===== config.mk =====
export PLATFORM = sky130hd
export DESIGN_NAME = lf_envelope_top
export DESIGN_NICKNAME = d
export VERILOG_FILES = /design/src/rtl/lf_envelope_pkg.sv /design/src/rtl/lf_trigger_pkg.sv /design/src/rtl/beam_square.sv /design/src/rtl/dual_envelope_sum.sv /design/src/rtl/envelope_trigger.sv /design/src/rtl/lf_envelope_top.sv
export SDC_FILE = /design/constraint.sdc
export NUM_CORES = 2
export LEC_CHECK = 0
export ABC_CLOCK_PERIOD_IN_PS = 18200
export BUFFER_PORTS_ARGS = -buffer_cell sky130_fd_sc_hd__buf_2
export CORE_MARGIN = 5
export CORE_UTILIZATION = 55
export DETAILED_ROUTE_END_ITERATION = 10
export PLACE_DENSITY = 0.74
export SYNTH_ARGS = -nofsm -noshare
export SYNTH_HDL_FRONTEND = slang
export SYNTH_HIERARCHICAL = 1
export SYNTH_SLANG_ARGS = --single-unit

===== constraint.sdc =====
create_clock -name clk_i -period 18.2 [get_ports clk_i]
set_clock_uncertainty 0.05 [all_clocks]
set_input_delay 3.64 -clock clk_i [delete_from_list [all_inputs] [get_ports clk_i]]
set_output_delay 3.64 -clock clk_i [all_outputs]
set_load 0.02 [all_outputs]

===== src/rtl/lf_envelope_pkg.sv =====
package lf_envelope_pkg;

    // widths and window defaults of the envelope data path

    // a beam sample is the sum of five codes that each lie between -16 and 15
    // once the half offset is taken out, so the sum spans -80 to 75
    // -80 does not fit in seven bits, so one more bit is carried
    localparam int sample_bits = 8;

    // samples per beam that arrive together on every clock
    localparam int nsamp = 4;

    // the corrected square (s+2)(s+3) peaks at 6006 at both ends of the range
    localparam int square_bits = 14;

    // four squares of one clock added together peak at 24024
    localparam int group_bits = 16;

    // the window sum stays below 2**19 for windows of up to 16 clocks
    // 16 groups at 24024 give 384384
    localparam int sum_bits = 19;

    // envelope width after the right shift
    // a full window of extremes gives 36036 with the default shift
    localparam int env_bits = 17;

    // window length in clocks
    // 12 clocks of 4 samples cover the 48 squares of the envelope
    localparam int default_window = 12;

    // right shift applied to the window sum on its way out
    localparam int default_shift = 3;

endpackage


===== src/rtl/lf_trigger_pkg.sv =====
package lf_trigger_pkg;

    // widths and defaults of the threshold trigger

    // the threshold is compared directly against an envelope
    // so it has the same width
    localparam int thresh_bits = lf_envelope_pkg::env_bits;

    // clocks that a beam stays blocked after its trigger fires
    localparam int default_holdoff = 16;

    // hold-off counter width
    // five bits cover the default and any hold-off up to 31
    localparam int holdoff_bits = 5;

endpackage


===== src/rtl/beam_square.sv =====
module beam_square (
    input  logic clk_i,
    input  logic reset_i,
    input  logic [lf_envelope_pkg::nsamp-1:0][lf_envelope_pkg::sample_bits-1:0] samples_a_i,
    input  logic [lf_envelope_pkg::nsamp-1:0][lf_envelope_pkg::sample_bits-1:0] samples_b_i,
    output logic [lf_envelope_pkg::nsamp-1:0][lf_envelope_pkg::square_bits-1:0] square_a_o,
    output logic [lf_envelope_pkg::nsamp-1:0][lf_envelope_pkg::square_bits-1:0] square_b_o
);

    import lf_envelope_pkg::*;

    // each sample element is a two's complement value
    // the packed array itself carries no sign, so every element is cast on use

    // inside this block beam 0 is A and beam 1 is B
    logic [1:0][nsamp-1:0][sample_bits-1:0] samples;
    logic [1:0][nsamp-1:0][square_bits-1:0] square_d;
    logic [1:0][nsamp-1:0][square_bits-1:0] square_q;

    // the true sample is s+0.5, so its square is s*s + s + 0.25
    // the codes themselves are half offset and the sum of five carries +2.5
    // which gives (s+2.5)**2 = s*s + 5s + 6.25
    // dropping the constant 0.25 leaves s*s + 5s + 6 = (s+2)(s+3)
    // the product of two neighbouring integers is never negative
    // and -80 and 75 both land on 6006, so the two extremes weigh the same
    function automatic logic [square_bits-1:0] corrected_square(
        input logic [sample_bits-1:0] s
    );
        logic signed [sample_bits+1:0]   lo;
        logic signed [sample_bits+1:0]   hi;
        logic signed [2*sample_bits+3:0] prod;
        lo = $signed(s) + 2;
        hi = $signed(s) + 3;
        prod = lo * hi;
        // the product is at most 6006 over the sample range, so the low bits hold it
        return prod[square_bits-1:0];
    endfunction

    assign samples[0] = samples_a_i;
    assign samples[1] = samples_b_i;

    // all eight squares are formed side by side in the same clock
    for (genvar b = 0; b < 2; b++) begin : g_beam
        for (genvar k = 0; k < nsamp; k++) begin : g_samp
            assign square_d[b][k] = corrected_square(samples[b][k]);
        end
    end

    // one register stage between the samples and the squares
    // a cleared register enters the sum as an empty group after reset
    always_ff @(posedge clk_i) begin
        if (reset_i) begin
            square_q <= '0;
        end else begin
            square_q <= square_d;
        end
    end

    assign square_a_o = square_q[0];
    assign square_b_o = square_q[1];

endmodule


===== src/rtl/dual_envelope_sum.sv =====
module dual_envelope_sum #(
    parameter int window_len = lf_envelope_pkg::default_window,
    parameter int out_shift  = lf_envelope_pkg::default_shift
) (
    input  logic clk_i,
    input  logic reset_i,
    input  logic [lf_envelope_pkg::nsamp-1:0][lf_envelope_pkg::square_bits-1:0] square_a_i,
    input  logic [lf_envelope_pkg::nsamp-1:0][lf_envelope_pkg::square_bits-1:0] square_b_i,
    output logic [lf_envelope_pkg::env_bits-1:0] env_a_o,
    output logic [lf_envelope_pkg::env_bits-1:0] env_b_o
);

    import lf_envelope_pkg::*;

    // running sum over the last window_len groups of four squares
    //
    // with x the group sum of one clock, the accumulator follows
    // y = y z^-1 + x - x z^-window_len
    // which is the same as x + x z^-1 + ... + x z^-(window_len-1)
    //
    // stage 1 forms x and subtracts the group that leaves the window
    // stage 2 adds that difference into the accumulator
    //
    // sum_bits holds windows of up to 16 clocks

    // beam 0 is A and beam 1 is B
    logic [1:0][nsamp-1:0][square_bits-1:0]      square;
    logic [1:0][group_bits-1:0]                  group_sum;
    logic [1:0][window_len-1:0][group_bits-1:0]  delay_q;
    logic [1:0][group_bits:0]                    diff_d;
    logic [1:0][group_bits:0]                    diff_q;
    logic [1:0][sum_bits-1:0]                    acc_q;
    logic [1:0][sum_bits-1:0]                    acc_shifted;

    assign square[0] = square_a_i;
    assign square[1] = square_b_i;

    // group sum and the difference against the oldest stored group
    // delay_q[b][window_len-1] holds the group from window_len clocks back
    // the difference is one bit wider and two's complement, since an old
    // group may be larger than the new one
    always_comb begin
        for (int b = 0; b < 2; b++) begin
            group_sum[b] = '0;
            for (int k = 0; k < nsamp; k++) begin
                group_sum[b] = group_sum[b] + group_bits'(square[b][k]);
            end
            diff_d[b] = {1'b0, group_sum[b]} - {1'b0, delay_q[b][window_len-1]};
        end
    end

    // stage 1 registers
    // the delay line shifts once per clock, newest group at index 0
    // clearing it makes every group older than reset count as zero
    always_ff @(posedge clk_i) begin
        if (reset_i) begin
            delay_q <= '0;
            diff_q  <= '0;
        end else begin
            for (int b = 0; b < 2; b++) begin
                delay_q[b][0] <= group_sum[b];
                for (int j = 1; j < window_len; j++) begin
                    delay_q[b][j] <= delay_q[b][j-1];
                end
                diff_q[b] <= diff_d[b];
            end
        end
    end

    // stage 2, the accumulator
    // the difference is sign extended and the add wraps modulo 2**sum_bits
    // the true window sum never goes negative or past the width,
    // so the wrapped result is always the exact sum
    always_ff @(posedge clk_i) begin
        if (reset_i) begin
            acc_q <= '0;
        end else begin
            for (int b = 0; b < 2; b++) begin
                acc_q[b] <= acc_q[b]
                            + {{(sum_bits-group_bits-1){diff_q[b][group_bits]}}, diff_q[b]};
            end
        end
    end

    // scale the window sum down on the way out
    // with a small shift the top bits are dropped, so out_shift must
    // bring the sum within env_bits for the chosen window
    for (genvar b = 0; b < 2; b++) begin : g_shift
        assign acc_shifted[b] = acc_q[b] >> out_shift;
    end

    assign env_a_o = acc_shifted[0][env_bits-1:0];
    assign env_b_o = acc_shifted[1][env_bits-1:0];

endmodule


===== src/rtl/envelope_trigger.sv =====
module envelope_trigger #(
    parameter int holdoff = lf_trigger_pkg::default_holdoff
) (
    input  logic                                 clk_i,
    input  logic                                 reset_i,
    input  logic [lf_envelope_pkg::env_bits-1:0] env_a_i,
    input  logic [lf_envelope_pkg::env_bits-1:0] env_b_i,
    input  logic [lf_trigger_pkg::thresh_bits-1:0] thresh_i,
    output logic [1:0]                           trig_o
);

    import lf_trigger_pkg::*;

    // rising threshold crossing per beam, bit 0 is beam A and bit 1 is beam B
    // a pulse on trig_o lasts one clock and blocks that beam for holdoff clocks

    // envelope above the threshold in this clock
    logic [1:0] above;
    // the same for the envelope of the previous clock
    logic [1:0] above_q;
    // crossing seen and the beam is not blocked
    logic [1:0] fire;
    // clocks left before the beam may fire again
    logic [1:0][holdoff_bits-1:0] count_q;

    // strictly above, an envelope equal to the threshold does not count
    assign above[0] = env_a_i > thresh_i;
    assign above[1] = env_b_i > thresh_i;

    for (genvar b = 0; b < 2; b++) begin : g_fire
        // a rising edge of above that arrives while the counter is still
        // running is lost, it does not wait for the hold-off to end
        assign fire[b] = above[b] & ~above_q[b] & (count_q[b] == '0);
    end

    always_ff @(posedge clk_i) begin
        if (reset_i) begin
            above_q <= '0;
            count_q <= '0;
            trig_o  <= '0;
        end else begin
            above_q <= above;
            trig_o  <= fire;
            for (int b = 0; b < 2; b++) begin
                if (fire[b]) begin
                    // the counter is loaded in the clock the pulse is registered
                    count_q[b] <= holdoff_bits'(holdoff);
                end else if (count_q[b] != '0) begin
                    count_q[b] <= count_q[b] - 1'b1;
                end
            end
        end
    end

endmodule


===== src/rtl/lf_envelope_top.sv =====
module lf_envelope_top #(
    parameter int window_len = lf_envelope_pkg::default_window,
    parameter int out_shift  = lf_envelope_pkg::default_shift,
    parameter int holdoff    = lf_trigger_pkg::default_holdoff
) (
    input  logic clk_i,
    input  logic reset_i,
    input  logic [lf_envelope_pkg::nsamp-1:0][lf_envelope_pkg::sample_bits-1:0] samples_a_i,
    input  logic [lf_envelope_pkg::nsamp-1:0][lf_envelope_pkg::sample_bits-1:0] samples_b_i,
    input  logic [lf_trigger_pkg::thresh_bits-1:0] thresh_i,
    output logic [lf_envelope_pkg::env_bits-1:0] env_a_o,
    output logic [lf_envelope_pkg::env_bits-1:0] env_b_o,
    output logic [1:0] trig_o
);

    import lf_envelope_pkg::*;

    // dual-beam envelope detector
    // a group sampled at one edge shows up on env_a_o and env_b_o three edges
    // later (square, group difference, accumulator) and on trig_o one edge after that

    // registered corrected squares of both beams
    logic [nsamp-1:0][square_bits-1:0] square_a;
    logic [nsamp-1:0][square_bits-1:0] square_b;

    beam_square u_square (
        .clk_i       (clk_i),
        .reset_i     (reset_i),
        .samples_a_i (samples_a_i),
        .samples_b_i (samples_b_i),
        .square_a_o  (square_a),
        .square_b_o  (square_b)
    );

    dual_envelope_sum #(
        .window_len (window_len),
        .out_shift  (out_shift)
    ) u_sum (
        .clk_i      (clk_i),
        .reset_i    (reset_i),
        .square_a_i (square_a),
        .square_b_i (square_b),
        .env_a_o    (env_a_o),
        .env_b_o    (env_b_o)
    );

    // the trigger watches the same envelopes that leave the top
    envelope_trigger #(
        .holdoff (holdoff)
    ) u_trig (
        .clk_i    (clk_i),
        .reset_i  (reset_i),
        .env_a_i  (env_a_o),
        .env_b_i  (env_b_o),
        .thresh_i (thresh_i),
        .trig_o   (trig_o)
    );

endmodule


======== After elaboration in Yosys (flattened, before gate mapping) ========
Index checks and enable logic that the tools add are counted.
cells by class
  add/sub/neg operators ................... 28
  multiply operators ...................... 8
  div/mod/pow operators ................... 0
  order comparisons ....................... 2
  eq/ne operators ......................... 0
  shift operators ......................... 0
  multiplexer cells ....................... 4
  bitwise gates (word level) .............. 6
  reduce and logical (&&, ||, !) cells .... 8
operators with widths
  kind                                                                 count
  8-bit by 3-bit adder with 9-bit output (second input constant)       16
  9-bit by 9-bit multiplier with 14-bit output                         8
  16-bit by 14-bit adder with 16-bit output                            4
  19-bit adder                                                         2
  16-bit by 17-bit greater-than comparator with 1-bit output           2
  16-bit by 16-bit subtractor with 17-bit output                       2
  14-bit by 14-bit adder with 15-bit output                            2
  5-bit 2-to-1 mux                                                     4
  5-bit zero test                                                      2
  5-bit nonzero test                                                   2
  5-bit by 1-bit subtractor with 5-bit output (second input constant)  2
  1-bit AND                                                            4
  2-bit nonzero test                                                   2
  2-bit OR reduction                                                   2
  1-bit inverter                                                       2
storage, ports and cells
  flip-flop bits (word level) ............. 582
  latch bits .............................. 0
  memory bits (writable) .................. 0
  ROM bits ................................ 0
  bits of input ports ..................... 83
  output and inout bits ................... 36
  word-level logic and storage cells ...... 98
  memories kept ........................... 0

======== Logic depth before layout (Yosys ltp) ========
  depth after elaboration ................. 4
  gate-level depth with buffers ........... 25
  depth with buffers taken out ............ 24

======== Hierarchy ========
Netlist, hierarchy kept.
by module, submodules not included
  module             times used  cells each  area each (um2)  seq. area each (um2)
  beam_square        1           2,683       23,930.5         2,082.0
  dual_envelope_sum  1           1,822       18,626.6         9,128.8
  envelope_trigger   1           173         1,451.4          280.3

======== Worst setup path before layout ========
No wires, ideal clock.
  kind .................................... input to register
  from .................................... in samples_a_i[1] (netlist name)
  to ...................................... reg u_square.square_q (netlist bit u_square/square_a_o[13])
  library setup time ...................... 0.127 ns
  arrival ................................. 9.334 ns
  data required time ...................... 18.023 ns
  path slack .............................. 8.689 ns
  stages on the path ...................... 21
  buffers on the path ..................... 1
  cell sequence ........................... clkbuf_1 inv_1 ha_1 a21oi_4 nor2_1 xnor2_2 nor2_1 fa_1 inv_1 fa_1 fa_1 fa_1 inv_1 fa_1 ha_1 a21oi_1 o21bai_1 a2111oi_1 nor4_1 o211a_1 or3_1
on the way
  cells in the longest elaborated chain, start to end .. 2
  elaborated cells on any way between the ends .. 3
  classes of those cells .................. add/sub (2); mul (1)
RTL lines
  element                                                    line                                  RTL
  start: declaration                                         lf_envelope_top.sv:8                  input logic [lf_envelope_pkg::nsamp-1:0][lf_envelope_pkg::sample_bits-1:0] samples_a_i,
  8-bit by 3-bit adder with 9-bit output (on tied branches)  beam_square.sv:32, beam_square.sv:33
  9-bit by 9-bit multiplier with 14-bit output *             beam_square.sv:34                     prod = lo * hi;
  end signal: assignment                                     beam_square.sv:55                     square_q <= square_d;
  end: declaration                                           beam_square.sv:18                     logic [1:0][nsamp-1:0][square_bits-1:0] square_q;
Mark *: on every way between the ends. The rest lies on a longest branch, timed or not.
A chain may end at the register's enable or synchronous reset.

======== Worst setup path after layout ========
  from .................................... in samples_a_i[0] (netlist name)
  to ...................................... reg u_square.square_q (netlist bit u_square/square_a_o[13])
The elaborated chain is that of the path after synthesis.

==> flow_summary.ini <==
[run_status]
status = finished, final reports clean

[final_layout]
regArea_mm2 = 0.0115
fillers = 6806
post-route-util_pct = 59.6
finalNonFillerCells = 5797
final_nets = 5659
final_area_mm2 = 0.0472
area_growth_syn_to_layout_pct = 7.21
layout-drive-gt1-share_pct = 8.39
multiInputGateArea_mm2 = 0.0292

[floorplanning]
die_w_um = 293
row_count = 103
start_util_pct = 55.6
core_mm2 = 0.0791
die_area_mm2 = 0.0858
die_h_um = 293
ios = 119

[cts]
cts_buffers = 56
clk_latency_ns = 0.62
clk_pin_slew_ns = 0.07
cts-resized-gates = 0
root_buffer = clkbuf_16
htreeDepth = 2
cts_hold_buf = 0
clk_path_buf_depth = 3
cts_setup_buffers = 0
tritoncts = done
cts.sinks = 574

[sta]
fin_crit_ns = 9.61
fmax_ghz = 0.104
fin_crit_sh_pct = 52.8
slew_viol_final = 0
relSlewSlack_pct = 36.7
finalSetupTns_ns = 0
setup_viol = 0
hold_viol_final = 0
worst_pin_slew_ns = 0.946
rsz0062_at_grt = false

[routing]
first_pass_iters = 5
wl_met1_um = 38400
ant_nets = 0
num_vias = 30000
via_per_inst = 5.17
postRouteWirelength_um = 85400
drt_iter0_drc = 1572
dr.max_layer_used = met4
drc = 0
wl_per_cell_um = 14.7
wl_met2_um = 41600
route.met3.wl_um = 3460

[synthesis]
avgSynthCellArea_um2 = 9.41
syn_area_mm2 = 0.0440
synth_edf_count = 0
yosysTopAreaCellShare_pct = 26.1
ys_seq_area_share_pct = 26.1
synth_top_area_cell = dfxtp_1
synth_xor_area_share_pct = 6.37
ys_ff_latch = 574
synth_top_family_by_area = adder cells
yosys_warnings = 6
synth_compound_area_share_pct = 7.96
synthArstFlopShare_pct = 0
synth_fa_ha_area_share_pct = 32.8
synth_ff_type = dfxtp_1
muxShareOfSynthArea_pct = 1.11
syn_inst = 4678
yosys.area_share.simple_pct = 18.0
synth_area_leaders = dfxtp_1 (26%), fa_1 (21%), ha_1 (12%)
synthDistinctLibCells = 100

[place]
dpl.hpwl_um = 67000
portBuffers = 116
detailed_place.area_mm2 = 0.0451
gp_congestion = 0.906
dp_cells = 5689

[global_route]
grt_util_all_layers_pct = 20.0
antenna_found_initial = 6
grt_first_pass_wirelength_um = 145000
grt_max_degree = 200
grt_pass1_vias = 30000
grt_overflow = 0

[critical_path]
ff2ff_setup_slack_ns = 12.93
crit_path_start_kind = input pin
critical_path_required_ns = 18.65
worstPathArrival_ns = 10.06
path_class = input pin to register
cp-end-kind = register
worstPathMaxFanout = 11

[job]
maxCapViolations = 0

[hold_path]
hp-class = register to register
[synth_stat cells, types with 9 or more instances]
| cell type | instances |
|---|---|
| nor2b_1 | 441 |
| o21ai_1 | 27 |
| clkbuf_1 | 100 |
| inv_1 | 660 |
| a21oi_1 | 141 |
| ha_1 | 424 |
| nor2_1 | 492 |
| nand3_1 | 45 |
| nand3b_1 | 15 |
| and3_1 | 14 |
| xor2_1 | 85 |
| nand2b_1 | 81 |
| o21bai_1 | 21 |
| fa_1 | 455 |
| or2_2 | 108 |
| nor3_1 | 36 |
| o31ai_1 | 13 |
| o211ai_1 | 20 |
| a211oi_1 | 31 |
| and2_1 | 44 |
| xnor3_1 | 9 |
| xnor2_1 | 181 |
| nand4_1 | 27 |
| nand2_1 | 161 |
| a31o_2 | 9 |
| xor2_2 | 9 |
| a21o_1 | 71 |
| o21ai_0 | 73 |
| buf_2 | 13 |
| mux2i_1 | 21 |
| o21a_1 | 21 |
| or3_1 | 18 |
| mux2_2 | 14 |
| buf_4 | 49 |
| dfxtp_1 | 574 |
| a31oi_1 | 16 |
[worst max-delay path, cell delays in order]
cell and delay, ns:
buf_2 0.19, clkinv_1 0.29, ha_1 0.39, xnor2_1 0.58, nand2_1 0.17, fa_1 0.55, inv_1 0.05, fa_1 0.46
ha_1 0.30, inv_1 0.06, fa_1 0.53, inv_1 0.04, ha_1 0.29, ha_1 0.23, fa_1 0.40, a21o_1 0.18
a21oi_1 0.21, o21bai_1 0.11, a2111oi_1 0.71, nor4_1 0.14, o211a_1 0.25, or3_1 0.29
[metal layers]
layer	track usage, %	up-vias
met4	5.07	0
met3	2.18	109
met5	0	-
met1	27.3	14500
li1	-	14800
met2	34.4	566
[layout by cell type, fill, tap and decap left out, drive strengths merged, types with 36 or more instances in the layout]
cell    Yosys  routed
nor3       36      36
nand3      45      45
dfxtp     574     574
xor2       95      95
nor2      492     492
a21oi     150     150
xnor2     187     187
clkbuf    101      75
nand2     161     161
nor2b     441     441
and2       48      48
or2       110     110
o21ai     102     102
nand2b     81      81
fa        455     455
a21o       71      71
inv       662     667
ha        424     424
buf        69     123
[area by class of cell]
cell class,count,share of cell area [%]
tap,1050,2.78
clock inverter,28,0.947
sequential,574,24.4
timing repair buffer,123,1.39
multi-input combinational,3272,61.8
antenna,5,0.0265
inverter,670,5.33
clock buffer,75,3.35
[state kept, by name (all words and copies together) (netlist names), 6 cells and up]
| register | flops |
|---|---|
| u_sum/acc_q | 6 |
| u_sum/env_b_o | 16 |
| u_sum/env_a_o | 16 |
| u_square/square_a_o | 52 |
| u_square/square_b_o | 52 |
| u_trig/count_q | 10 |
| u_sum/delay_q | 384 |
| u_sum/diff_q | 34 |
[per-stage QoR]
| stage | setup WS [ns] | hold slack, ns |
|---|---|---|
| final | 8.59 | 0.355 |
| after global routing | 8.18 | 0.370 |
| after CTS | 8.63 | 0.352 |
| after detailed placement | 7.97 | 0.372 |
| after global placement | 8.14 | 0.365 |
| after floorplan | 8.69 | 0.364 |
[worst paths after layout]
path | from | endpoint | cells past startpoint
worst max-delay path | samples_a_i[0] | u_square/square_a_o[13] | 22
worst min register to register | u_sum/delay_q[267] | u_sum/delay_q[283] | 1
worst max register to register | u_square/square_b_o[1] | u_sum/diff_q[33] | 16
worst min-delay path | u_sum/delay_q[267] | u_sum/delay_q[283] | 1
[logic make-up after synthesis]
| kind of cell | Yosys count |
|---|---|
| fa+ha+maj | 879 |
| mux | 45 |
| flops | 574 |
| xor+xnor | 291 |
| buf+inv | 840 |
| simple gates | 1523 |
| compound gates | 524 |
| other cells | 2 |
Power is not shown: default switching activity piles up to over one toggle a cycle in this logic, so the estimate is an artifact.
